File: src/hw/msdapPkg.sv
package msdapPkg;

	////////////////////////////////////////////////////////////
	// Vector types
	////////////////////////////////////////////////////////////

	typedef logic signed [15:0] sampleT;
	typedef logic [15:0] coeffT;
	typedef logic [39:0] accT;
	typedef logic [10:0] memAddrT;
	typedef logic [7:0] histIdxT;

	////////////////////////////////////////////////////////////
	// Memory map, offsets inside one channel half
	////////////////////////////////////////////////////////////

	localparam memAddrT historyBase = 11'd0;
	localparam memAddrT rjBase = 11'd256;
	localparam memAddrT coeffBase = 11'd512;
	// Right channel lives in the upper half
	localparam memAddrT channelStride = 11'd1024;

	// Coefficient word fields
	localparam int delayWidth = 8;
	localparam int signBit = 8;

	////////////////////////////////////////////////////////////
	// State machines
	////////////////////////////////////////////////////////////

	typedef enum logic [1:0] {loadRj, loadCoeff, run, asleep} loadStateT;

	typedef enum logic [2:0] {
		idle,
		fetchRj,
		fetchCoeff,
		fetchSample,
		groupEnd,
		nextChannel
	} engineStateT;

endpackage

File: src/hw/serialReceiver.sv
`timescale 1ns/1ps

module serialReceiver import msdapPkg::*; (
	input logic sClk,
	input logic reset,
	input logic frame,
	input logic inputL,
	input logic inputR,
	output logic wordValid,
	output sampleT wordL,
	output sampleT wordR
);

	// Bits still expected after the current one
	logic [3:0] bitCnt;
	logic shifting;

	always_ff @(posedge sClk or negedge reset)
	begin
		if (!reset)
		begin
			bitCnt <= '0;
			shifting <= 1'b0;
			wordValid <= 1'b0;
		end
		else
		begin
			// Bit 0 is sampled while the count sits at one
			wordValid <= shifting && (bitCnt == 4'd1) && !frame;
			if (frame)
			begin
				shifting <= 1'b1;
				bitCnt <= 4'd15;
			end
			else if (shifting)
			begin
				bitCnt <= bitCnt - 4'd1;
				if (bitCnt == 4'd1)
					shifting <= 1'b0;
			end
		end
	end

	// MSB arrives first with the frame pulse
	always_ff @(posedge sClk)
	begin
		if (frame || shifting)
		begin
			wordL <= {wordL[14:0], inputL};
			wordR <= {wordR[14:0], inputR};
		end
	end

endmodule

File: config.mk
export PLATFORM = sky130hd
export DESIGN_NAME = serialReceiver
export DESIGN_NICKNAME = d
export VERILOG_FILES = /design/src/hw/msdapPkg.sv /design/src/hw/serialReceiver.sv
export SDC_FILE = /design/constraint.sdc
export NUM_CORES = 1
export LEC_CHECK = 0
export ABC_AREA = 0
export BUFFER_PORTS_ARGS = -buffer_cell sky130_fd_sc_hd__buf_4
export CORE_UTILIZATION = 40
export DETAILED_ROUTE_END_ITERATION = 8
export PLACE_DENSITY = 0.67
export SYNTH_ARGS = -nofsm -noshare
export SYNTH_HDL_FRONTEND = slang
export SYNTH_SLANG_ARGS = --single-unit
File: constraint.sdc
create_clock -name sClk -period 1.2 [get_ports sClk]
set_input_delay 0.06 -clock sClk [delete_from_list [all_inputs] [get_ports sClk]]
set_output_delay 0.06 -clock sClk [all_outputs]
set_load 0.01 [all_outputs]
Word level (Yosys, flattened, before mapping)
Index checks and enable logic that the tools add are counted.
Cells by class
  add/subtract/negate cells: 1
  equality and inequality tests: 1
  mux-type cells: 5
  reduce and logical (&&, ||, !) cells: 5
Operators by type and width (count)
  $mux 4: 2
  $eq 4x1->1 const B: 1
  $sub 4x1->4 const B: 1
  $mux 1: 3
  $logic_and 1x1->1: 2
  $reduce_bool 2->1: 1
  $logic_not 1->1: 1
  $logic_or 1x1->1: 1
Storage, ports and cells
  bits in registers: 38

Logic depth before layout (Yosys ltp)
  word-level depth: 4
  depth in mapped cells: 4
  gate-level depth less buffers: 4

Worst setup path before layout
No wires, ideal clock.
  kind: register -> register
  from: register shifting
  to: register wordL[0] (enable)
  arrival: 0.983 ns
  data required time: 0.870 ns
  path slack: -0.113 ns
  cell stages (with the launch flop): 3
  path buffers: 1
  clock period less this slack: 1.313 ns
  path through: dfrtp_1 > buf_2 > or2_2
Between the ends
  word-level cells in the longest chain between the ends: 1
RTL lines
  start, declared: line serialReceiver.sv:16  | logic shifting;
  start signal, assigned: line serialReceiver.sv:23  | shifting <= 1'b0;
  start signal, assigned: line serialReceiver.sv:32  | shifting <= 1'b1;
  start signal, assigned: line serialReceiver.sv:39  | shifting <= 1'b0;
  $logic_or 1x1->1: line serialReceiver.sv:47  | if (frame || shifting)
  end signal, assigned: line serialReceiver.sv:49  | wordL <= {wordL[14:0], inputL};
  end, declared: line serialReceiver.sv:10  | output sampleT wordL,
No other way between the ends.
A chain may end at the register's enable or synchronous reset.

Final worst setup path
  from: register bitCnt[1]
  to: register shifting
Between the ends
  word-level cells in the longest chain between the ends: 4
RTL lines
  start, declared: line serialReceiver.sv:15  | logic [3:0] bitCnt;
  start signal, assigned: line serialReceiver.sv:37  | bitCnt <= bitCnt - 4'd1;
  $eq 4x1->1: line serialReceiver.sv:38  | if (bitCnt == 4'd1)
  $mux 1: line serialReceiver.sv:38
  $mux 1: line serialReceiver.sv:35  | else if (shifting)
  $mux 1: line serialReceiver.sv:30  | if (frame)
No other way between the ends.

==> reports/qor.yml <==
outcome: "finished with violations"
violations: "setup timing"
place_congestion: 0.734
grt-ovfl-total: 0
p_seq_share_pct: 65.6
cts_post_setup_buffers_inserted: 0
nets: 117
syn_nets: 66
hpwl_um: 1310
p_per_area_nw_per_um2: 1350
rsz0062_at_grt: "true"
cts_buffers: 5
avgViaCountPerCell: 4.52
use_met1_pct: 14.9
clk_latency_ns: 0.33
layout_setup_ws_ns: -0.0429
post-place-ws_ns: -0.0169
grt_max_degree: 33
critPathMaxFanout: 2
num-fill-cells: 243
synthDistinctLibCells: 20
cpPeakStageDelay_ns: 0.41
die-height_um: 58.4
root_buffer: "clkbuf_4"
ys_seq_area_share_pct: 87.2
path_cells: "inv_2 > ha_4 > or3b_4 > a21o_1"
max-vdd-ir-drop_mv: 0.808
synth_area_leaders: "edfxtp_1 75%, dfrtp_1 12%, ha_1 2.0%"
wirelength_um: 2030
rows: 20
avgSynthCellArea_um2: 21.6
power.switching_mw: 0.513
area_growth_pct: 36.6
layoutNonFillerInstCount: 155
synth_cells: 59
layout_common_cells: "41 x buf_4, 32 x edfxtp_1, 6 x dfrtp_1"
critical_path_class: "register to register"
skew_ns: 0.0103
cts.reportedPaths.clkPinSlew_ns: 0.10
grt_pass1_wl_um: 3030
busiest_layer: "met2"
netlist_area_um2: 1270
wl_per_cell_um: 13.1
cts_tree: "done"
worstSetupEndpointType: "register"
min_period_ns: 1.24
synth_top_area_share_pct: 75.4
p_sw_share_pct: 21.9
start_kind: "register"
grt_use_total_pct: 13.0
grt_pass1_vias: 680
p_leak_nw: 0.718
slowest_stage: "dfrtp_1"
ios: 38
first_pass_iters: 4
crit_arrival_ns: 1.47
power.internal_mw: 1.83
num_vias: 700
layout_commonest_cell: "buf_4"
drc_errors: 0
clkPwrFrac_pct: 26.1
use_met3_pct: 5.71
diodes: 0
slew_violations: 0
yosys_warnings: 0
io_buffers: 37
worstMarginPinSlew_ns: 0.430
cts_sinks: 38
period_share_pct: 104
antenna_left: 0
yosysTopAreaCell: "edfxtp_1"
hold_violations: 0
detail_route.iter0.violations: 26
finalSetupViolations: 2
placeableCoreArea_um2: 3030
slew_headroom_pct: 71.4
met2_usage_pct: 19.0
combPwrFrac_pct: 8.3
h-tree-depth: 2
start_util_pct: 42.1
antenna_found_initial: 0
cts_buffer_depth: 2
drive_gt1_share_pct: 49.5
fmax_ghz: 0.805
cp.required_ns: 1.43
cap_violations: 0
die_x_um: 58.4
dp_cells: 143
dieArea_um2: 3410
min_path_type: "primary input to asynchronous set/reset pin"
ys_ff_latch: 38
per-layer routing:
metal | vias up | part of all wire, %
met3 | 5 | 8.0
li1 | 323 | -
met1 | 337 | 44
met4 | 0 | 1.7
met5 | - | 0
met2 | 35 | 46
cell families after synthesis:
| kind of cell | after synthesis | share of synthesized area (%) |
|---|---|---|
| flops | 38 | 87.2 |
| simple gates | 10 | 6.19 |
| compound gates | 4 | 2.16 |
| buf+inv | 3 | 0.982 |
| fa+ha+maj | 2 | 1.96 |
| xor+xnor | 1 | 0.688 |
| mux | 1 | 0.786 |
synthesized netlist by cell type:
cell type	n
a21o_1	2
nor4b_2	1
nand2_1	1
edfxtp_1	32
nor2_1	1
dfrtp_1	6
or2_2	1
or3b_4	1
mux2i_1	1
ha_1	2
xnor2_1	1
a21oi_1	1
nor3b_2	1
o21bai_1	1
and3_2	1
inv_1	2
or2_1	1
nand2b_1	1
nor2b_1	1
buf_2	1
state kept, by name, indices dropped and copies added, names as in the netlist:
| signal | count |
|---|---|
| wordValid | 1 |
| bitCnt | 4 |
| shifting | 1 |
| wordL | 16 |
| wordR | 16 |
stage by stage:
step           TNS (ns)  total power [mW]  instance area, um^2  hold WS [ns]  util (%)
6_report        -0.0484              2.34                 1740        0.0612      57.5
5_1_grt          -0.136              2.46                 1740        0.0345      57.5
4_1_cts         -0.0483              2.38                 1730        0.0404      57.1
3_5_place_dp    -0.0169              1.75                 1630        -0.130      54.0
3_3_place_gp          0              1.74                 1630        -0.130      54.0
2_1_floorplan  -0.00287              1.61                 1280        -0.236         -
critical path, delay by kind of cell, from the launching register on:
kind / cells / cell delay [ns]
adder cells (fa/ha/maj): 1 / 0.12
AND/OR/NAND/NOR: 1 / 0.38
flip-flops: 1 / 0.41
buffers and inverters: 1 / 0.08
AO/OA/AOI/OAI: 1 / 0.16
worst paths after layout:
kind / from / slack (ns) / to / cells after the start
max in group asynchronous: reset / 1.03 / bitCnt[0]$_DFFE_PN0P_ / 2
worst max-delay path: bitCnt[1]$_DFFE_PN0P_ / -0.04 / shifting$_DFF_PN0_ / 4
min in group sClk: inputL / 0.44 / wordL[0]$_DFFE_PP_ / 2
worst max register to register: bitCnt[1]$_DFFE_PN0P_ / -0.04 / shifting$_DFF_PN0_ / 4
worst min register to register: wordL[8]$_DFFE_PP_ / 0.46 / wordL[9]$_DFFE_PP_ / 0
worst min-delay path: reset / 0.06 / shifting$_DFF_PN0_ / 2
power by group through the flow:
stage	sequential (mW)	clock, mW	combinational [mW]
floorplan	1.59	0	0.0223
global placement	1.56	0	0.179
detailed placement	1.56	0	0.181
CTS	1.54	0.649	0.192
global route	1.55	0.710	0.206
finish	1.54	0.611	0.194
timing repair:
| item | 4_1_cts | 5_1_grt |
|---|---|---|
| pin swaps | 0 | 1 |
| endpoints found under the hold margin | 13 | 0 |
| gates resized for setup | 0 | 3 |
| cloned | 0 | 0 |
| setup endpoints to repair | 2 | 2 |
| hold buffers | 4 | 0 |
cell type report:
class                           instances  area (um^2)  share of cell area, %
Tap cell                               44         55.1                   3.16
Multi-Input combinational cell         18          165                   9.49
Sequential cell                        38         1110                   63.8
Clock inverter                          3         16.3                  0.935
Timing Repair Buffer                   45          348                   20.0
Clock buffer                            5         37.5                   2.16
Inverter                                2         7.51                  0.431
Note: power is estimated with default switching activity, not from simulation.
