===== config.mk =====
export PLATFORM = sky130hd
export DESIGN_NAME = memArbiter
export DESIGN_NICKNAME = d
export VERILOG_FILES = /design/src/hw/msdapPkg.sv /design/src/hw/memArbiter.sv
export SDC_FILE = /design/constraint.sdc
export NUM_CORES = 1
export LEC_CHECK = 0
export BUFFER_PORTS_ARGS = -buffer_cell sky130_fd_sc_hd__clkbuf_2
export CORE_MARGIN = 2
export CORE_UTILIZATION = 24
export DETAILED_ROUTE_END_ITERATION = 8
export PLACE_DENSITY = 0.83
export SLEW_MARGIN = 20
export SYNTH_ARGS = -nofsm -noshare
export SYNTH_HDL_FRONTEND = slang
export SYNTH_SLANG_ARGS = --single-unit

===== constraint.sdc =====
create_clock -name vclk -period 0.8
set_clock_uncertainty 0.05 [all_clocks]
set_input_delay 0.08 -clock vclk [all_inputs]
set_output_delay 0.08 -clock vclk [all_outputs]
set_load 0.005 [all_outputs]

===== src/hw/msdapPkg.sv =====
package msdapPkg;

	////////////////////////////////////////////////////////////
	// Vector types
	////////////////////////////////////////////////////////////

	typedef logic signed [15:0] sampleT;
	typedef logic [15:0] coeffT;
	typedef logic [39:0] accT;
	typedef logic [10:0] memAddrT;
	typedef logic [7:0] histIdxT;

	////////////////////////////////////////////////////////////
	// Memory map, offsets inside one channel half
	////////////////////////////////////////////////////////////

	localparam memAddrT historyBase = 11'd0;
	localparam memAddrT rjBase = 11'd256;
	localparam memAddrT coeffBase = 11'd512;
	// Right channel lives in the upper half
	localparam memAddrT channelStride = 11'd1024;

	// Coefficient word fields
	localparam int delayWidth = 8;
	localparam int signBit = 8;

	////////////////////////////////////////////////////////////
	// State machines
	////////////////////////////////////////////////////////////

	typedef enum logic [1:0] {loadRj, loadCoeff, run, asleep} loadStateT;

	typedef enum logic [2:0] {
		idle,
		fetchRj,
		fetchCoeff,
		fetchSample,
		groupEnd,
		nextChannel
	} engineStateT;

endpackage


===== src/hw/memArbiter.sv =====
`timescale 1ns/1ps

module memArbiter import msdapPkg::*; (
	input logic wrReq,
	input memAddrT wrAddr,
	input sampleT wrData,
	input logic rdReq,
	input memAddrT rdAddr,
	output logic wrGnt,
	output logic rdGnt,
	output memAddrT memAddr,
	output sampleT memWrData,
	output logic memWe
);

	// Writer has fixed priority over the reader
	assign wrGnt = wrReq;
	assign rdGnt = rdReq && !wrReq;

	assign memAddr = wrGnt ? wrAddr : rdAddr;
	assign memWrData = wrData;
	assign memWe = wrGnt;

endmodule


# Word level (Yosys, flattened, before mapping)
# Cells that the tools add are included.
[word_totals] mem_bits_ro=0 input_bits=40 wordCells=3 memories=0 latch_bits=0 ramBits=0 register_bits=0 out_inout_bits=30
[classes] n_bitwise=0 multipliers=0 shifts=0 reduce_logical=2 mux=1 magnitude_cmp=0 addsub=0 eq_ne=0 n_div=0
[op_table] cell="2-to-1 mux 11 bit" n=1
[op_table] cell="logical AND 1 bit" n=1
[op_table] cell="zero test 1 bit" n=1

# Logic depth before layout (Yosys ltp)
# Gate-level depths: netlist of run 1.
[depth] ltp_word=2 depth_mapped=2 ltp_nobuf=1

# Worst setup path after synthesis of run 1
# Ideal clock, no wire load.
[synth_timing] kind="input port to output port" startpoint="in wrReq" endpoint="out memAddr[0]" n_path_buf=1 setup_slack_ns=0.149 stages=2 arrival_time_ns=0.521 cell_sequence="buf_6 mux2_4"
[synth_via] elab_chain_cells=1
[synth_rtl] element="start: declaration" line="memArbiter.sv:4" rtl="input logic wrReq,"
[synth_rtl] element="2-to-1 mux 11 bit" line="memArbiter.sv:20" rtl="assign memAddr = wrGnt ? wrAddr : rdAddr;"
[synth_rtl] element="end: declaration" line="memArbiter.sv:11" rtl="output memAddrT memAddr,"
# No other way between the ends.

# Final worst setup path of run 1
[layout_timing] startpoint="in wrReq" endpoint="out memAddr[1]"
# The elaborated chain is that of the path after synthesis.

==> impl_metrics.csv, run 1 <==
group,metric,value,unit
finish,drive_above_1_share,100,%
worst_setup_path,arrival,0.76,ns
routing,drtAntennaViolNets,0,
job,drv_cap,0,
worst_setup_path,worst-setup-path-type,"in2out",
floorplan,fp.dieW,40.1,µm
worst_setup_path,cp-start-kind,"input port",
floorplan,die_h,40.1,µm
logic_synthesis,synth_nets,71,
clock_tree,cts_hold_buf,0,
routing,drt_wl_total,694,µm
finish,num_antenna_cells,0,
sta,finalSetupViolCount,10,
grt,grt_max_degree,9,
sta,final_hold_viol_count,0,
routing,route.vias.total,275,
worst_setup_path,worstPathMaxFanout,8,
floorplan,initial_core_util,25.0,%
routing,first_pass_iters,1,
min_path,hp-class,"in2out",
power,power_leakage,0.278,nW
place,dp.cells,67,
logic_synthesis,netlist_area,313,µm²
routing,drc,0,
logic_synthesis,ys_seq_area_share,0,%
grt,track_usage,7.31,%
finish,n_clock_buffer,0,
logic_synthesis,synth_area_per_cell,10.1,µm²
sta,final_max_slew_viol_count,0,
sta,tightest_slew,0.0587,ns
routing,via_per_inst,4.04,
worst_setup_path,critPathCaptureType,"output port",
place,io_buffer_count,38,
grt,antenna_found_initial,0,
finish,instances_no_fill,68,
logic_synthesis,syn-instance-count,31,
routing,avgRoutedWirePerCell,10.2,µm
worst_setup_path,path_cells,"clkbuf_16 -> buf_12 -> mux2_4 -> buf_6",
outcome,violations,"negative setup slack",
finish,multi_input_area,166,µm²
sta,rsz0062_at_grt,"true",
sta,setup_tns,-0.670,ns
finish,syn_to_final_growth,43.6,%
floorplan,row_count,13,
worst_setup_path,cpPeakStageDelay,0.30,ns
finish,fillers,120,
place,finalWeightedCongestion,0.575,
worst_setup_path,endpoint,"memAddr[1]",
sta,layout_min_cycle_time,0.886,ns
logic_synthesis,ys_warn_count,0,
logic_synthesis,post-synth-top-area-cell,"buf_4",
grt,overflow,0,
floorplan,io_pins,70,
grt,top_usage_layer,"met2",
min_path,whs_path_depth,0,
worst_setup_path,crit_start,"wrReq",
power,cellPowerDensity,539,nW/µm²
finish,seq_area,0,µm²
grt,grt_use_met2,16.1,%
routing,drt_iter0_markers,0,
outcome,status,"finished with violations",
sta,max-slew-margin-rel,96.1,%
min_path,worstHoldStart,"wrData[15]",
finish,seq_cells,0,
sta,period_share,111,%
grt,use_met3,2.78,%
floorplan,fp.dieArea,1610,µm²
grt,grtUsageMet1,5.19,%
worst_setup_path,required,0.67,ns
worst_setup_path,critPathSlowestCell,"mux2_4",
power,ir_drop,0.214,mV
grt,grt_first_pass_wirelength,869,µm
logic_synthesis,synth.most_common_cell,"buf_4",
grt,grt_pass1_vias,240,
logic_synthesis,synth_area_leaders,"buf_4 43%, mux2_4 43%, mux2_2 7.2%, buf_6 3.6%, and2b_2 2.8%",
logic_synthesis,synth_common_cells,"18 x buf_4, 9 x mux2_4, 2 x mux2_2, 1 x and2b_2, 1 x buf_6",
logic_synthesis,synth_top_cell_area_share,43.2,%
finish,fin_nets,95,
sta,fmax,1130,MHz
floorplan,coreArea,1250,µm²
logic_synthesis,synth_cell_types,5,
sta,fin_ws,-0.0861,ns
==> metal layers <==
metal  vias up  routed length (µm)
li1        129                   -
met2        25                 379
met5         -                   0
met3         0                 110
met1       121                 204
met4         0                   0
==> how the worst min path moves through the flow <==
| stage | slack (ns) | end |
|---|---|---|
| after global placement | 0.11 | memWrData[12] |
| after floorplan | 0.19 | memWe |
| final | 0.11 | memWrData[15] |
| after detailed placement | 0.11 | memWrData[12] |
| after global routing | 0.11 | memWrData[6] |
| after CTS | 0.11 | memWrData[12] |
==> cells by family after synthesis <==
logic type / after synthesis / share of synthesized area (%)
and+or+nand+nor: 1 / 2.80
buffers and inverters: 19 / 46.8
muxes: 11 / 50.4
==> cells in the final DEF (no fill, tap or decap) <==
| master | synthesis | routed |
|---|---|---|
| clkbuf_2 | 0 | 36 |
| mux2_4 | 9 | 9 |
| mux2_2 | 2 | 2 |
| buf_12 | 0 | 2 |
| and2b_2 | 1 | 1 |
| clkbuf_16 | 0 | 1 |
| buf_6 | 1 | 1 |
| buf_4 | 18 | 1 |
==> report_power, final <==
group          switching, mW  internal [mW]  total [mW]
registers                  0              0           0
clock network              0              0           0
logic                 0.0708          0.171       0.242
==> critical path, delay by kind of cell <==
kind / cells / cell delay, ns
buf+inv: 3 / 0.37
mux: 1 / 0.30
==> per-stage QoR <==
stage	utilization, %	setup WS [ns]	hold WS [ns]	power (mW)	instance area (µm²)
floorplan	-	0.149	0.191	0.169	313
global placement	33.2	-0.127	0.110	0.223	415
detailed placement	33.2	-0.145	0.110	0.227	415
CTS	34.8	-0.0785	0.110	0.237	435
global route	35.9	-0.102	0.110	0.263	449
finish	35.9	-0.0861	0.110	0.242	449
==> final cells by class <==
cell class                      count  share of cell area [%]
Timing Repair Buffer               41                    58.8
Multi-Input combinational cell     12                    37.0
Tap cell                           15                    4.18
==> what timing repair did <==
item / 4_1_cts / 5_1_grt
setup endpoints to repair: 12 / 9
setup buffers: 0 / 1
gates cloned: 0 / 0
gates resized for setup: 3 / 1
Note: power is estimated with default switching activity, not from simulation.
==> inputs of run 2 (changes only) <==
--- a/config.mk
+++ b/config.mk
@@ -16 +16,2 @@
 export SYNTH_SLANG_ARGS = --single-unit
+export TNS_END_PERCENT = 30
--- a/constraint.sdc
+++ b/constraint.sdc
@@ -4,2 +4,2 @@
 set_output_delay 0.08 -clock vclk [all_outputs]
-set_load 0.005 [all_outputs]
+set_load 0.1 [all_outputs]
==> impl_metrics.csv, run 2 (synthesized netlist as in run 1, its figures left out) <==
group,metric,value,unit
worst_setup_path,arrival,0.83,ns
power,ir_drop,0.464,mV
place,dp.cells,68,
finish,fin_nets,96,
outcome,status,"finished with violations",
power,clock_power_share,0,%
grt,overflow,0,
finish,final_cell_mix,"23 x clkbuf_2, 15 x buf_12, 9 x mux2_4",
routing,dr_wl_met3,154,µm
place,io_buffer_count,38,
finish,seq_area,0,µm²
finish,design_area,669,µm²
sta,tightest_slew,0.0802,ns
place,place_area,622,µm²
floorplan,fp.dieArea,1610,µm²
floorplan,die_h,40.1,µm
worst_setup_path,required,0.67,ns
place,finalWeightedCongestion,0.567,
sta,rsz0062_at_grt,"true",
power,sequentialPowerShare,0,%
grt,antenna_found_initial,0,
sta,final_max_slew_viol_count,0,
outcome,violations,"negative setup slack",
floorplan,row_count,13,
power,p_switching,0.478,mW
finish,num_antenna_cells,0,
worst_setup_path,crit_start,"wrReq",
floorplan,coreArea,1250,µm²
routing,highest_layer,"met3",
finish,syn_to_final_growth,114,%
power,p_comb_share,100.0,%
power,power_leakage,0.357,nW
floorplan,fp.dieW,40.1,µm
routing,avgRoutedWirePerCell,11.5,µm
routing,first_pass_iters,2,
routing,drt_iter0_markers,1,
power,cellPowerDensity,1220,nW/µm²
min_path,hp-class,"in2out",
grt,grt_max_degree,7,
min_path,worstHoldStart,"wrData[3]",
power,total_power,0.818,mW
power,p_sw_share,58.4,%
sta,fin_ws,-0.156,ns
sta,final_hold_viol_count,0,
routing,wl_met1,203,µm
worst_setup_path,cp-start-kind,"input port",
routing,route.vias.total,292,
routing,via_per_inst,4.23,
finish,n_clock_buffer,0,
finish,drive_above_1_share,100,%
floorplan,io_pins,70,
routing,drtAntennaViolNets,0,
grt,grt_pass1_vias,242,
sta,finalSetupViolCount,11,
job,drv_cap,0,
worst_setup_path,critPathCaptureType,"output port",
sta,layout_min_cycle_time,0.956,ns
sta,period_share,119,%
sta,fmax,1050,MHz
finish,seq_cells,0,
power,p_int,0.340,mW
routing,drt_wl_total,795,µm
clock_tree,post_cts_buffers,0,
grt,track_usage,8.56,%
finish,mostFrequentLayoutCell,"clkbuf_2",
place,dp_slack,-0.214,ns
sta,max-slew-margin-rel,94.7,%
finish,multi_input_area,168,µm²
worst_setup_path,worstPathMaxFanout,6,
floorplan,initial_core_util,25.0,%
grt,grt_first_pass_wirelength,986,µm
finish,instances_no_fill,69,
finish,fillers,104,
routing,drc,0,
routing,met2WireLength,436,µm
worst_setup_path,worst-setup-path-type,"in2out",
## run 2: timing repair
item	in CTS	in global routing
setup endpoints to repair	13	11
hold buffers	0	0
cloned	1	0
resized for setup	4	0
## run 2: worst max-delay path, stage by stage
cell       delay [ns]
clkbuf_16        0.14
buf_12           0.13
mux2_4           0.31
buf_12           0.17
## run 2: final timing paths
| check | endpoint | cells past startpoint |
|---|---|---|
| max | memAddr[0] | 4 |
| min | memWrData[3] | 0 |
## run 2: per-layer routing
| layer | up-vias | track usage (%) |
|---|---|---|
| met1 | 129 | 7.79 |
| met5 | - | 0 |
| met2 | 31 | 18.5 |
| met3 | 0 | 2.22 |
| li1 | 132 | - |
| met4 | 0 | 0.862 |
## run 2: per-stage QoR
| stage | hold WS (ns) | util, % | setup TNS, ns |
|---|---|---|---|
| 6_report | 0.110 | 53.4 | -1.52 |
| 5_1_grt | 0.110 | 53.4 | -1.66 |
| 3_5_place_dp | 0.111 | 49.7 | -2.21 |
| 3_3_place_gp | 0.111 | 49.7 | -1.97 |
| 4_1_cts | 0.111 | 53.4 | -1.58 |
| 2_1_floorplan | 0.322 | - | 0 |
## run 2: cell type report
| cell class | instances | share of cell area [%] |
|---|---|---|
| well taps | 15 | 2.80 |
| multi-input cells | 12 | 25.0 |
| repair buffers | 42 | 72.1 |
## run 2: power groups by stage
stage	clock, mW	sequential [mW]	combinational [mW]
after global placement	0	0	0.788
after floorplan	0	0	0.867
after CTS	0	0	0.825
after global routing	0	0	0.842
final	0	0	0.818
after detailed placement	0	0	0.797
