[src/hw/msdapPkg.sv]
package msdapPkg;

	////////////////////////////////////////////////////////////
	// Vector types
	////////////////////////////////////////////////////////////

	typedef logic signed [15:0] sampleT;
	typedef logic [15:0] coeffT;
	typedef logic [39:0] accT;
	typedef logic [10:0] memAddrT;
	typedef logic [7:0] histIdxT;

	////////////////////////////////////////////////////////////
	// Memory map, offsets inside one channel half
	////////////////////////////////////////////////////////////

	localparam memAddrT historyBase = 11'd0;
	localparam memAddrT rjBase = 11'd256;
	localparam memAddrT coeffBase = 11'd512;
	// Right channel lives in the upper half
	localparam memAddrT channelStride = 11'd1024;

	// Coefficient word fields
	localparam int delayWidth = 8;
	localparam int signBit = 8;

	////////////////////////////////////////////////////////////
	// State machines
	////////////////////////////////////////////////////////////

	typedef enum logic [1:0] {loadRj, loadCoeff, run, asleep} loadStateT;

	typedef enum logic [2:0] {
		idle,
		fetchRj,
		fetchCoeff,
		fetchSample,
		groupEnd,
		nextChannel
	} engineStateT;

endpackage

[src/hw/potFilterEngine.sv]
`timescale 1ns/1ps

module potFilterEngine import msdapPkg::*; #(
	parameter int numRj = 16,
	parameter int numCoeff = 512
) (
	input logic sClk,
	input logic reset,
	input logic start,
	input logic newSample,
	input histIdxT newestIdx,
	input logic historyFull,
	input logic rdGnt,
	input sampleT rdData,
	output logic rdReq,
	output memAddrT rdAddr,
	output logic engineBusy,
	output logic yValid,
	output accT yL,
	output accT yR
);

	localparam int ptrW = $clog2(numCoeff + 1);
	localparam int grpW = $clog2(numRj + 1);

	engineStateT state;
	logic chan;
	logic [grpW-1:0] grp;
	logic [ptrW-1:0] coeffPtr;
	logic [ptrW-1:0] coeffLeft;
	// High in the cycle the RAM returns the granted word
	logic waitData;
	coeffT coeffWord;
	logic [delayWidth-1:0] delay;
	logic neg;
	logic counts;
	histIdxT histIdx;
	memAddrT chanBase;
	accT acc;
	accT sampleExt;

	assign coeffWord = rdData;
	assign counts = (coeffWord[delayWidth-1:0] <= newestIdx) || historyFull;
	assign histIdx = newestIdx - delay;
	// x times 2^16, sign extended to 40 bits
	assign sampleExt = {{8{rdData[15]}}, rdData, 16'h0000};

	assign engineBusy = (state != idle);
	assign rdReq = ((state == fetchRj) || (state == fetchCoeff) || (state == fetchSample))
		&& !waitData;

	always_comb
	begin
		chanBase = chan ? channelStride : '0;
		case (state)
			fetchRj: rdAddr = chanBase + rjBase + memAddrT'(grp);
			fetchCoeff: rdAddr = chanBase + coeffBase + memAddrT'(coeffPtr);
			default: rdAddr = chanBase + historyBase + memAddrT'(histIdx);
		endcase
	end

	////////////////////////////////////////////////////////////
	// Group walk
	////////////////////////////////////////////////////////////

	always_ff @(posedge sClk or negedge reset)
	begin
		if (!reset)
		begin
			state <= idle;
			chan <= 1'b0;
			grp <= '0;
			coeffPtr <= '0;
			coeffLeft <= '0;
			waitData <= 1'b0;
			yValid <= 1'b0;
		end
		else if (start)
		begin
			state <= idle;
			chan <= 1'b0;
			waitData <= 1'b0;
			yValid <= 1'b0;
		end
		else
		begin
			yValid <= 1'b0;
			// rdReq drops while waiting, so no grant can overlap
			waitData <= rdGnt;
			case (state)
				idle:
				begin
					if (newSample)
					begin
						state <= fetchRj;
						chan <= 1'b0;
						grp <= '0;
						coeffPtr <= '0;
					end
				end
				fetchRj:
				begin
					if (waitData)
					begin
						coeffLeft <= rdData[ptrW-1:0];
						state <= (rdData[ptrW-1:0] == '0) ? groupEnd : fetchCoeff;
					end
				end
				fetchCoeff:
				begin
					if (waitData)
					begin
						coeffPtr <= coeffPtr + 1'b1;
						coeffLeft <= coeffLeft - 1'b1;
						// History before the first sample counts as zero
						if (counts)
							state <= fetchSample;
						else if (coeffLeft == ptrW'(1))
							state <= groupEnd;
					end
				end
				fetchSample:
				begin
					if (waitData)
						state <= (coeffLeft == '0) ? groupEnd : fetchCoeff;
				end
				groupEnd:
				begin
					grp <= grp + 1'b1;
					state <= (grp == grpW'(numRj - 1)) ? nextChannel : fetchRj;
				end
				nextChannel:
				begin
					grp <= '0;
					coeffPtr <= '0;
					if (!chan)
					begin
						chan <= 1'b1;
						state <= fetchRj;
					end
					else
					begin
						chan <= 1'b0;
						yValid <= 1'b1;
						state <= idle;
					end
				end
				default: state <= idle;
			endcase
		end
	end

	////////////////////////////////////////////////////////////
	// Accumulator
	////////////////////////////////////////////////////////////

	always_ff @(posedge sClk)
	begin
		case (state)
			idle:
				if (newSample)
					acc <= '0;
			fetchCoeff:
			begin
				if (waitData)
				begin
					delay <= coeffWord[delayWidth-1:0];
					neg <= coeffWord[signBit];
				end
			end
			fetchSample:
				if (waitData)
					acc <= neg ? acc - sampleExt : acc + sampleExt;
			// Arithmetic shift right by one
			groupEnd: acc <= {acc[39], acc[39:1]};
			nextChannel:
			begin
				acc <= '0;
				if (!chan)
					yL <= acc;
				else
					yR <= acc;
			end
			default: acc <= acc;
		endcase
	end

	// The rj counts loaded into the table may not exceed the coefficient count
	assert property (@(posedge sClk) disable iff (!reset)
		(state == fetchCoeff) |-> (coeffPtr < ptrW'(numCoeff)))
		else $error("coefficient pointer ran past numCoeff");

endmodule

[config.mk]
export PLATFORM = sky130hd
export DESIGN_NAME = potFilterEngine
export DESIGN_NICKNAME = d
export VERILOG_FILES = /design/src/hw/msdapPkg.sv /design/src/hw/potFilterEngine.sv
export SDC_FILE = /design/constraint.sdc
export NUM_CORES = 1
export LEC_CHECK = 0
export BUFFER_PORTS_ARGS = -buffer_cell sky130_fd_sc_hd__buf_2
export CELL_PAD_IN_SITES_DETAIL_PLACEMENT = 0
export CELL_PAD_IN_SITES_GLOBAL_PLACEMENT = 1
export CORE_MARGIN = 1.5
export CORE_UTILIZATION = 49
export DETAILED_ROUTE_END_ITERATION = 10
export PLACE_DENSITY_LB_ADDON = 0.3
export SYNTH_ARGS = -nofsm -noshare
export SYNTH_HDL_FRONTEND = slang
export SYNTH_SLANG_ARGS = --single-unit
[constraint.sdc]
create_clock -name sClk -period 12.7 [get_ports sClk]
set_clock_uncertainty 0.15 [all_clocks]
set_input_delay 1.27 -clock sClk [delete_from_list [all_inputs] [get_ports sClk]]
set_output_delay 1.27 -clock sClk [all_outputs]
set_load 0.01 [all_outputs]
== Yosys cells after proc, flatten, opt, wreduce, memory -nomap -nowiden ==
Cells that the tools add are included.
Widths: inputs -> output; s select.
Word-level totals
  register bits after elaboration: 160
  logic and storage cells: 103
  output and inout bits: 94
  input port bits: 30
Operators by class
  bitwise gates (word level): 3
  $lt $le $gt $ge: 1
  multiplexer cells: 34
  reduce and logical (&&, ||, !) cells: 25
  add/subtract/negate cells: 11
  eq/ne operators: 16
Operators with widths (number)
  $pmux 40 s4: 1
  $mux 40: 3
  $add 40x40->40: 1
  $mux 10: 4
  $sub 40x40->40: 1
  $mux 3: 10
  $pmux 10 s3: 1
  $pmux 11 s2: 1
  $logic_not 10->1: 2
  $pmux 10 s2: 1
  $pmux 3 s6: 1
  $pmux 5 s3: 1
  $reduce_bool 3->1: 5
  $ne 3x3->1 const B: 4
  $reduce_and 4->1: 3
  $add 11x10->11: 1
  $add 11x10->11 const B: 1
  $add 11x5->11: 1
  $add 11x8->11: 1
  $add 11x9->11 const B: 1
  $mux 11: 1
  $add 10x1->10 const B: 1
  $eq 10x1->1 const B: 1
  $sub 10x1->10 const B: 1
  22 further kinds: 42

== Longest topological paths before layout ==
  depth after elaboration: 6
  depth in mapped cells: 14

== Worst setup path after synthesis ==
No wires, ideal clock.
  path type: input port to flip-flop
  from: input rdData[3]
  to: register acc[39] (data pin)
  path slack: 8.055 ns
  path buffers: 1
  stages: 12
  arrival time: 4.220 ns
  path through: or4_4 -> or4_4 -> nor2_1 -> nor2_1 -> xnor2_1 -> ha_1 -> buf_2 -> nand3_1 -> or2_1 -> o21bai_1 -> a2111oi_0 -> o31ai_1
On the way
  cells in the longest elaborated chain, start to end: 4
RTL lines
  start, declared: line potFilterEngine.sv:14  | input sampleT rdData,
  $add 40x40->40 / $sub 40x40->40 (equally long branches): line potFilterEngine.sv:173  | acc <= neg ? acc - sampleExt : acc + sampleExt;
  $mux 40 (*): line potFilterEngine.sv:173
  $mux 40 (*): line potFilterEngine.sv:172  | if (waitData)
  $pmux 40 s4 (*): line potFilterEngine.sv:159  | case (state)
  end signal, assigned: line potFilterEngine.sv:173
  end signal, assigned: line potFilterEngine.sv:175  | groupEnd: acc <= {acc[39], acc[39:1]};
  end, declared: line potFilterEngine.sv:39  | accT acc;
Every way passes the cells marked *; elsewhere a longest branch is shown, timed or not. The select of a mux whose other input is x is not followed.
A chain may end at the register's enable or synchronous reset.

== Final worst setup path ==
  from: input rdData[0]
  to: register acc[39] (data pin)
Same word-level chain as after synthesis.

==> flow_summary.yaml <==
cells_and_area:
  nNetsFinal: 956
  antenna_cells: 0
  areaGrowthSynthToFinish_pct: 16.4
  fin_area_um2: 9920
  drive_gt1_share_pct: 20.6
power_and_ir_drop:
  ir_drop_mv: 0.108
  p_total_mw: 1.85
  p_leak_nw: 4.03
  power.density_nw_per_um2: 186
clock_network:
  root_buffer: "clkbuf_16"
  cts_max_level: 4
  cts.sinks: 160
  clockBufferDepth: 2
  cts.repair.resized: 0
  cts_tree: "built"
  cts_buffers: 17
  ctsHoldBuffers: 0
  cts_setup_buffers: 0
  clkLatencyLatePin_ns: 0.43
  clkTransAtPathRegs_ns: 0.07
logic_synthesis:
  ys_top_cells_by_count: "129 x edfxtp_1, 65 x nor2_1, 53 x a21oi_1"
  netlist_instances: 769
  muxShareOfSynthArea_pct: 0.617
  synth-edff-count: 129
  ys_seq_area_share_pct: 54.6
  ys_async_sr_fraction_pct: 19.4
  synth_compound_area_share_pct: 15.7
  syn_area_um2: 8520
  synth_xor_area_share_pct: 3.80
  synth_most_common_cell: "edfxtp_1"
  synth_top_family_by_area: "compound AO/OA/AOI/OAI gates"
  synth_top_cell_by_area: "edfxtp_1"
  yosys_warnings: 0
  synthAdderAreaFrac_pct: 6.93
  synth_nets: 845
  synth_top_area_share_pct: 45.5
  yosys.area_share.simple_pct: 15.2
  ys.flop_type: "edfxtp_1"
  synthTopCellsByArea: "edfxtp_1 45%, dfrtp_1 9.1%, ha_1 6.5%"
  ys_seq_elements: 160
  syn_area_per_cell_um2: 11.1
  ys_types: 73
sta:
  hold_violations: 0
  max_freq_ghz: 0.206
  timing.final.crit_share_pct: 38.2
  tns_ns: 0
  fin_crit_ns: 4.86
  rsz0062_at_grt: "no"
  slew-limit-headroom_pct: 22.5
  tightest_slew_ns: 1.16
  maxSlewViolCount: 0
  setup_viol: 0
global_route:
  grt_max_degree: 41
  busiest_layer: "met2"
  grt_pass1_vias: 6250
  use_met1_pct: 33.5
  grt_pass1_wl_um: 32900
  grtUsageMet3_pct: 3.83
  antenna_found_initial: 0
  grt.overflow.total: 0
  track_usage_pct: 23.6
  gr-usage-met2_pct: 37.4
worst_setup_path:
  arrival_ns: 4.87
  crit_family: "compound AO/OA/AOI/OAI gates"
  critPathLaunchType: "primary input"
  endpoint_kind: "register"
  cpMostUsedCell: "ha_1"
  worstPathMaxFanout: 7
  cp_slowest_cell: "a211oi_1"
  cp_num_buf_inv: 2
  crit_path_cell_trace: "buf_2, inv_1, ha_1, or4b_1, nor3_1, nor2_1, xnor2_1, ha_1, nand4_1, a211oi_1, o21bai_1, a2111oi_0, o31ai_1"
  path_class: "in2reg"
  slowest_delay_ns: 0.59
  worstPathRequired_ns: 12.71
route:
  vias: 6471
  ant_nets: 0
  firstDrtPassIters: 5
  post_drt_wl_per_cell_um: 18.7
  drt_first_iter_violations: 580
  drc_errors: 0
  avgViaCountPerCell: 5.79
  finalWirelength_um: 20900
outcome:
  outcome: "completed"
placement:
  dpl-instance-area_um2: 9310
  gp_congestion: 0.899
  dp_hpwl_um: 15200
  numPortBuffers: 123
floorplan:
  die-area_um2: 18200
  coreArea_um2: 17100
  fp-row-count: 48
  die_width_um: 135
  start_util_pct: 49.8
  die_h_um: 135
  io_pins: 124
run:
  drv_cap: 0
min_path:
  hold_path_class: "reg2reg"
cell families (layout without fill, tap and decap cells):
group | after synthesis | count (layout)
AND/OR/NAND/NOR | 249 | 249
buffers and inverters | 68 | 192
multiplexers | 5 | 5
AO/OA/AOI/OAI | 204 | 204
flip-flops | 160 | 160
XOR/XNOR | 37 | 37
adder cells (fa/ha/maj) | 46 | 46
flip-flops by register name, indices dropped and copies added (netlist names):
register	cells
chan	1
coeffLeft	10
grp	5
yR	40
coeffPtr	10
acc	40
delay	8
yL	40
waitData	1
yValid	1
state	3
neg	1
per-layer routing:
| metal | wire (um) | vias up |
|---|---|---|
| li1 | - | 3108 |
| met1 | 9620 | 3128 |
| met2 | 9820 | 211 |
| met3 | 1110 | 24 |
| met4 | 292 | 0 |
| met5 | 0 | - |
power by group:
group / leakage (nW) / switching (mW) / internal, mW
Sequential: 1.61 / 0.0806 / 0.669
Clock: 0.297 / 0.251 / 0.269
Combinational: 2.12 / 0.370 / 0.207
through the flow:
stage          instances  setup slack, ns  util (%)  hold slack [ns]
6_report            1118             7.84      57.9            0.302
5_1_grt             1118             7.62      57.9            0.315
4_1_cts             1118             7.94      57.9            0.301
3_5_place_dp        1086             7.50      54.4            0.287
3_3_place_gp        1086             7.63      54.4            0.289
2_1_floorplan        769             8.06         -            0.271
path summary, 6_finish.rpt:
| check | startpoint | end | slack, ns | depth (start not counted) |
|---|---|---|---|---|
| worst max-delay path | rdData[0] | acc[39] | 7.84 | 13 |
| worst min-delay path | acc[0] | yL[0] | 0.30 | 0 |
| worst max register to register | neg | acc[39] | 9.08 | 8 |
| worst min register to register | acc[0] | yL[0] | 0.30 | 0 |
| max in group asynchronous | reset | state[0] | 11.18 | 1 |
| min in group asynchronous | reset | coeffPtr[6] | 0.74 | 1 |
cells in the final DEF (no fill, tap or decap), types with 26 or more instances in the layout:
cell type / instances
ha_1: 44
buf_2: 123
a21oi_1: 53
edfxtp_1: 129
dfrtp_1: 31
and3_1: 26
nand2_1: 51
o21ai_0: 38
nor2_1: 65
nor3_1: 27
inv_1: 32
cell type report:
cell class,instances,area (um^2)
clock buffers,17,425
clock inverters,15,186
fillers,1468,7200
inverters,33,124
multi-input cells,541,3600
flip-flops and latches,160,4650
well taps,225,282
repair buffers,127,646
Note: power is estimated with default switching activity, not from simulation.
