--- src/hw/msdapPkg.sv ---
package msdapPkg;

	////////////////////////////////////////////////////////////
	// Vector types
	////////////////////////////////////////////////////////////

	typedef logic signed [15:0] sampleT;
	typedef logic [15:0] coeffT;
	typedef logic [39:0] accT;
	typedef logic [10:0] memAddrT;
	typedef logic [7:0] histIdxT;

	////////////////////////////////////////////////////////////
	// Memory map, offsets inside one channel half
	////////////////////////////////////////////////////////////

	localparam memAddrT historyBase = 11'd0;
	localparam memAddrT rjBase = 11'd256;
	localparam memAddrT coeffBase = 11'd512;
	// Right channel lives in the upper half
	localparam memAddrT channelStride = 11'd1024;

	// Coefficient word fields
	localparam int delayWidth = 8;
	localparam int signBit = 8;

	////////////////////////////////////////////////////////////
	// State machines
	////////////////////////////////////////////////////////////

	typedef enum logic [1:0] {loadRj, loadCoeff, run, asleep} loadStateT;

	typedef enum logic [2:0] {
		idle,
		fetchRj,
		fetchCoeff,
		fetchSample,
		groupEnd,
		nextChannel
	} engineStateT;

endpackage

--- src/hw/loadSequencer.sv ---
`timescale 1ns/1ps

module loadSequencer import msdapPkg::*; #(
	parameter int numRj = 16,
	parameter int numCoeff = 512,
	parameter int sleepThreshold = 800
) (
	input logic sClk,
	input logic reset,
	input logic start,
	input logic wordValid,
	input sampleT wordL,
	input sampleT wordR,
	input logic wrGnt,
	input logic engineBusy,
	output logic inReady,
	output logic wrReq,
	output memAddrT wrAddr,
	output sampleT wrData,
	output logic newSample,
	output histIdxT newestIdx,
	output logic historyFull
);

	localparam int cntW = $clog2((numCoeff > numRj ? numCoeff : numRj) + 1);
	localparam int zeroW = $clog2(sleepThreshold + 1);

	loadStateT state;
	logic [cntW-1:0] loadCnt;
	logic [zeroW-1:0] zeroCnt;
	histIdxT sampleIdx;
	logic pendL;
	logic pendR;
	logic isHistory;
	logic issueSample;
	logic zeroPair;
	memAddrT wordAddr;
	memAddrT addrL;
	sampleT holdL;
	sampleT holdR;

	assign zeroPair = (wordL == '0) && (wordR == '0);

	// Left half address of the incoming word
	always_comb
	begin
		case (state)
			loadRj: wordAddr = rjBase + memAddrT'(loadCnt);
			loadCoeff: wordAddr = coeffBase + memAddrT'(loadCnt);
			default: wordAddr = historyBase + memAddrT'(sampleIdx);
		endcase
	end

	// Left write first, the right copy goes one half up
	assign wrReq = pendL | pendR;
	assign wrAddr = pendL ? addrL : addrL + channelStride;
	assign wrData = pendL ? holdL : holdR;

	always_ff @(posedge sClk)
	begin
		if (wordValid)
		begin
			holdL <= wordL;
			holdR <= wordR;
			addrL <= wordAddr;
		end
	end

	always_ff @(posedge sClk or negedge reset)
	begin
		if (!reset)
		begin
			state <= loadRj;
			loadCnt <= '0;
			zeroCnt <= '0;
			sampleIdx <= '0;
			newestIdx <= '0;
			historyFull <= 1'b0;
			pendL <= 1'b0;
			pendR <= 1'b0;
			isHistory <= 1'b0;
			issueSample <= 1'b0;
			newSample <= 1'b0;
			inReady <= 1'b0;
		end
		else
		begin
			inReady <= !start;
			newSample <= 1'b0;
			if (start)
			begin
				state <= loadRj;
				loadCnt <= '0;
				zeroCnt <= '0;
				sampleIdx <= '0;
				historyFull <= 1'b0;
				pendL <= 1'b0;
				pendR <= 1'b0;
			end
			else
			begin
				if (wordValid)
				begin
					pendL <= 1'b1;
					isHistory <= (state == run) || (state == asleep);
					issueSample <= 1'b0;
					case (state)
						loadRj:
						begin
							if (loadCnt == cntW'(numRj - 1))
							begin
								state <= loadCoeff;
								loadCnt <= '0;
							end
							else
								loadCnt <= loadCnt + 1'b1;
						end
						loadCoeff:
						begin
							if (loadCnt == cntW'(numCoeff - 1))
								state <= run;
							loadCnt <= loadCnt + 1'b1;
						end
						default:
						begin
							// Sleep decision on every sample pair
							if (!zeroPair)
							begin
								zeroCnt <= '0;
								state <= run;
								issueSample <= 1'b1;
							end
							else if (zeroCnt >= zeroW'(sleepThreshold - 1))
							begin
								zeroCnt <= zeroW'(sleepThreshold);
								state <= asleep;
							end
							else
							begin
								zeroCnt <= zeroCnt + 1'b1;
								issueSample <= 1'b1;
							end
						end
					endcase
				end
				if (pendL && wrGnt)
				begin
					pendL <= 1'b0;
					pendR <= 1'b1;
				end
				if (pendR && wrGnt)
				begin
					pendR <= 1'b0;
					if (isHistory)
					begin
						newestIdx <= sampleIdx;
						sampleIdx <= sampleIdx + 1'b1;
						if (sampleIdx == 8'hFF)
							historyFull <= 1'b1;
						newSample <= issueSample;
					end
				end
			end
		end
	end

	// Frames must be spaced past both writes and the whole computation
	assert property (@(posedge sClk) disable iff (!reset) wordValid |-> !wrReq)
		else $error("word arrived with a memory write still pending");
	assert property (@(posedge sClk) disable iff (!reset) wordValid |-> !engineBusy)
		else $error("word arrived while the filter engine was busy");

endmodule

--- config.mk ---
export PLATFORM = sky130hd
export DESIGN_NAME = loadSequencer
export DESIGN_NICKNAME = d
export VERILOG_FILES = /design/src/hw/msdapPkg.sv /design/src/hw/loadSequencer.sv
export SDC_FILE = /design/constraint.sdc
export NUM_CORES = 1
export LEC_CHECK = 0
export BUFFER_PORTS_ARGS = -buffer_cell sky130_fd_sc_hd__buf_2
export CAP_MARGIN = 0
export CORE_ASPECT_RATIO = 0.8
export CORE_MARGIN = 2
export CORE_UTILIZATION = 49
export CTS_CLUSTER_SIZE = 8
export DETAILED_ROUTE_END_ITERATION = 8
export PLACE_DENSITY = 0.82
export SETUP_SLACK_MARGIN = 0.1
export SLEW_MARGIN = 20
export SYNTH_ARGS = -nofsm -noshare
export SYNTH_HDL_FRONTEND = slang
export SYNTH_SLANG_ARGS = --single-unit
export TNS_END_PERCENT = 10
--- constraint.sdc ---
create_clock -name sClk -period 1.7 [get_ports sClk]
set_input_delay 0.085 -clock sClk [delete_from_list [all_inputs] [get_ports sClk]]
set_output_delay 0.085 -clock sClk [all_outputs]
set_load 0.02 [all_outputs]
After elaboration in Yosys (flattened, before gate mapping)
Cells that the tools add are included.
Widths: inputs -> output; s select.
Cells by class
  add/subtract/negate cells: 6
  muxes and demuxes: 38
  bitwise operators: 2
  magnitude comparators: 1
  reduce and logical (&&, ||, !) cells: 23
  equality and inequality tests: 10
Operator list (count)
  $mux 10: 8
  $logic_not 16->1: 2
  $mux 8: 3
  $pmux 11 s2: 1
  $add 10x1->10 const B: 2
  $pmux 10 s2: 1
  $mux 1: 16
  $mux 16: 1
  $mux 2: 6
  $add 10x10->11 const A: 1
  $add 11x11->11 const B: 1
  $add 9x10->11 const A: 1
  $mux 11: 1
  $eq 10x4->1 const B: 1
  $eq 10x9->1 const B: 1
  $ge 10x10->1 const B: 1
  $reduce_bool 3->1: 3
  $add 8x1->8 const B: 1
  $eq 8x8->1 const B: 1
  $reduce_and 2->1: 4
  $reduce_bool 2->1: 4
  $ne 3x3->1 const B: 2
  $reduce_and 3->1: 2
  $ne 5x2->1 const B: 1
  other kinds (12): 15
Storage, ports and cells
  logic and storage cells: 95
  bits in registers: 88

Depth between registers and ports, before layout
  depth in word-level cells: 6
  depth in mapped cells: 7
  gate-level depth less buffers: 7

Worst setup path before layout
No wires, ideal clock.
  kind: flip-flop to flip-flop
  start: register state[0]
  end: register state[0]
  stages on the path, launching flop included: 7
  required time: 1.572 ns
  path slack: -0.019 ns
  setup time: 0.128 ns
  arrival time: 1.591 ns
  buffers on the path: 1
  period minus slack after synthesis: 1.719 ns
  cell sequence: dfrtp_1 > buf_6 > or4_4 > o22ai_1 > a31o_2 > mux2i_1 > nand3_1
On the way
  longest elaborated chain between the ends: 4
  elaborated cells between the ends (all ways): 9
Ends and longest elaborated chain
  start: declaration: RTL line loadSequencer.sv:28  | loadStateT state;
  start signal: assignment: RTL line loadSequencer.sv:73  | state <= loadRj;
  start signal: assignment: RTL line loadSequencer.sv:92  | state <= loadRj;
  start signal: assignment: RTL line loadSequencer.sv:112  | state <= loadCoeff;
  $eq 2x1->1 / $logic_not 2->1 (equally long branches): RTL line loadSequencer.sv:107  | case (state)
  $pmux 2 s2: RTL line loadSequencer.sv:107
  $mux 2: RTL line loadSequencer.sv:102  | if (wordValid)
  $mux 2: RTL line loadSequencer.sv:90  | if (start)
Parallel ways exist; a longest one is shown, timed or not. The select of a mux whose other input is x is not followed.
A chain may end at the register's enable or synchronous reset.

Final worst setup path
  start: register loadCnt[6]
  end: register state[0]
On the way
  longest elaborated chain between the ends: 3
  elaborated cells between the ends (all ways): 5
Ends and longest elaborated chain
  start: declaration: RTL line loadSequencer.sv:29  | logic [cntW-1:0] loadCnt;
  start signal: assignment: RTL line loadSequencer.sv:116  | loadCnt <= loadCnt + 1'b1;
  start signal: assignment: RTL line loadSequencer.sv:122  | loadCnt <= loadCnt + 1'b1;
  $eq 10x9->1 / $eq 10x4->1 (equally long branches): RTL line loadSequencer.sv:120, loadSequencer.sv:110
  $ne 3x3->1 (no line)
  $reduce_and 4->1 (no line) (*)
  end signal: assignment: RTL line loadSequencer.sv:121  | state <= run;
  end signal: assignment: RTL line loadSequencer.sv:130  | state <= run;
  end signal: assignment: RTL line loadSequencer.sv:136  | state <= asleep;
Every way passes the cells marked *; elsewhere a longest branch is shown, timed or not.

==> out/qor.csv <==
metric,value,unit
worst r2r src,loadCnt[6],
area grow syn2layout,31.14,%
synthesized net count,357,
maximum vdd drop,416.2,µV
Post-synth EDFFs,43,
NetSw,1.140,mW
DR vias,2947,
final wirelength,9239,µm
Final Util,65.55,%
Slew Limit Fails,0,
worst skew pair latency,370,ps
internal power,3.432,mW
Vias/cell,5.388,
Yosys cell types,39,
Clock Sinks,88,
Final GP Congestion,0.8748,
"commonest non-fill, non-tap cell in the layout",buf_2,
H-Tree Level Count,3,
HPWL after detailed placement,5964,µm
fmax,0.6126,GHz
die area,8731,µm²
Critical Path Source,loadCnt[6],
GRT overflow,0,
footprint of the multi-input gates,1470,µm²
Cells after Synth,313,
initial core utilization,49.98,%
Setup crit start kind,flop,
Most used DFF post-synth,dfrtp_1,
PnR Total Power,4.572,mW
WL/cell,16.89,µm
Die Y-Extent,83.98,µm
RSZ-0062 raised after global routing,true,
CTS root buf,clkbuf_8,
crit path max fanout,2,
Clock power frac,35.8,%
"Req. time, crit path",1950,ps
#FFs+latches synth,88,
# DRC,0,
vias in the first global route,2905,
Longest Clk Path Bufs,2,
status,"complete, no violations",
register area,2417,µm²
Hold WC Path Type,input pin to flop,
sequential area share after synthesis,61.71,%
share of cells above drive strength 1,38.95,%
clk_skew,11.48,ps
HP Start,wrGnt,
Synth Area per Inst,12.52,µm²
row cnt,29,
crit path time final,1632,ps
Comb pwr share,12.3,%
most frequent cells in the layout,"75 x buf_2, 45 x dfrtp_1, 43 x edfxtp_1, 33 x mux2_2, 33 x dlygate4sd3_1",
n_diodes,0,
1st-pass router iterations,4,
"Cell Area, Synth",3918,µm²
Total GRT Usage,21.33,%
sequential power share,51.9,%
Die Width,104.0,µm
CP Capture Type,flop,
Port Buf Inserts,75,
I/O Pins,77,
initial antenna violation count,0,
Setup Viol. Count Final,0,
synth warn,0,
Net Sw Frac,24.92,%
final worst-path cycle share,96.02,%
CTS tree,built,
WS Path Type,flop to flop,
asr flop ratio synth,51.14,%
clock-pin transition on the worst setup and hold timing paths,100,ps
Final ANT Viol Nets,0,
PwrDens,889.9,nW/µm²
nets,478,
largest net degree at the start of global routing,25,
Slew @ Worst Pin,599.7,ps
Core Area,7838,µm²
first-pass GRT wire length,14590,µm
drt first-iter violations,171,
max_slew headroom,60.02,%
final hold violation count,0,
leakage,2.225,nW
CP Data Arrival Time,1880,ps
maxcap violations,0,
CTS buffer count,9,
fill count,584,
==> cell usage after synthesis (2+ instances only) <==
cell      instances  area share [%]
ha_1              6             1.9
or2_2             3            0.48
inv_1             3            0.29
mux2_2           33             9.5
or3_1             3            0.48
xor2_1           13             2.9
buf_1             2            0.19
nand4_1          14             2.2
nor2_1           35             3.4
buf_4            10             1.9
nand2_1          26             2.5
mux2i_1           4             1.0
dfrtp_1          45              29
and3_1            5            0.80
xnor2_1           5             1.1
nor2b_1           2            0.32
a22o_1            2            0.45
edfxtp_1         43              33
o21ai_0           8             1.0
nor4_1            8             1.3
clkbuf_1          3            0.29
nand3_1           7            0.89
a21oi_1          11             1.4
buf_2             2            0.26
nor3_1            6            0.77
==> worst paths after layout <==
check                      slack [ps]      endpoint  cells past startpoint
hold reg to reg                   490   issueSample                      2
setup / recovery                   70      state[0]                      5
min in group asynchronous         260    loadCnt[2]                      2
setup reg to reg                   70      state[0]                      5
max in group asynchronous         910  newestIdx[1]                      3
hold / removal                     40         pendR                      3
==> routing by layer <==
| layer | track usage (%) | share of wire [%] |
|---|---|---|
| met4 | 6.634 | 1.8 |
| met1 | 28.67 | 45 |
| met5 | 0 | 0 |
| met3 | 4.996 | 5.9 |
| met2 | 34.63 | 47 |
==> critical path, stage by stage, from the launching register on <==
cell and delay, ps:
dfrtp_1 380, or4_4 550, o22ai_2 150, a31o_2 180
mux2i_1 180, nand3_1 80
==> timing repair <==
action                                  4_1_cts  5_1_grt
resized for setup                             3       23
hold endpoints to repair                     55        0
hold buffers                                 33        0
endpoints found under the setup margin       11       45
pin swaps                                     4       15
setup buffers                                 1        1
==> power groups by stage <==
stage | sequential (mW) | combinational (mW) | clock (mW)
after floorplan | 2.41 | 0.277 | 0
after global placement | 2.41 | 0.462 | 0
after detailed placement | 2.42 | 0.472 | 0
after CTS | 2.37 | 0.539 | 1.67
after global routing | 2.38 | 0.600 | 1.75
final | 2.37 | 0.561 | 1.64
==> per-stage QoR <==
| step | hold WS [ps] | setup slack, ps | area [µm²] | cells | setup TNS [ps] |
|---|---|---|---|---|---|
| finish | 36.80 | 67.73 | 5137 | 547 | 0 |
| global route | 38.30 | -28.91 | 5137 | 547 | -28.91 |
| CTS | 7.817 | 48.61 | 5040 | 546 | 0 |
| detailed placement | 122.8 | 18.83 | 4461 | 496 | 0 |
| global placement | 126.1 | 47.97 | 4461 | 496 | 0 |
| floorplan | -210.6 | -7.464 | 3918 | 313 | -7.464 |
==> logic make-up after synthesis <==
kind of cell	count (synthesis)	synth area share [%]
buffers and inverters	22	3.321
adders and majority gates	6	1.916
xor gates and xnor gates	18	4.024
muxes	37	10.51
and+or+nand+nor	114	14.21
DFF	88	61.71
AOI/OAI and AO/OA	28	4.312
==> flip-flops by register name (all words and copies together) (netlist names) <==
| register | flops |
|---|---|
| holdL | 16 |
| holdR | 16 |
| addrL | 11 |
| loadCnt | 10 |
| zeroCnt | 10 |
| newestIdx | 8 |
| sampleIdx | 8 |
| state | 2 |
| historyFull | 1 |
| inReady | 1 |
| isHistory | 1 |
| issueSample | 1 |
| newSample | 1 |
| pendL | 1 |
| pendR | 1 |
==> area by class of cell <==
class / instances / share of cell area (%)
Clock buffer: 9 / 2.411
Clock inverter: 7 / 2.021
Inverter: 4 / 0.2923
Multi-Input combinational cell: 203 / 28.62
Sequential cell: 88 / 47.05
Tap cell: 108 / 2.630
Timing Repair Buffer: 128 / 16.98
No activity file was read; power rests on OpenSTA's default activity.
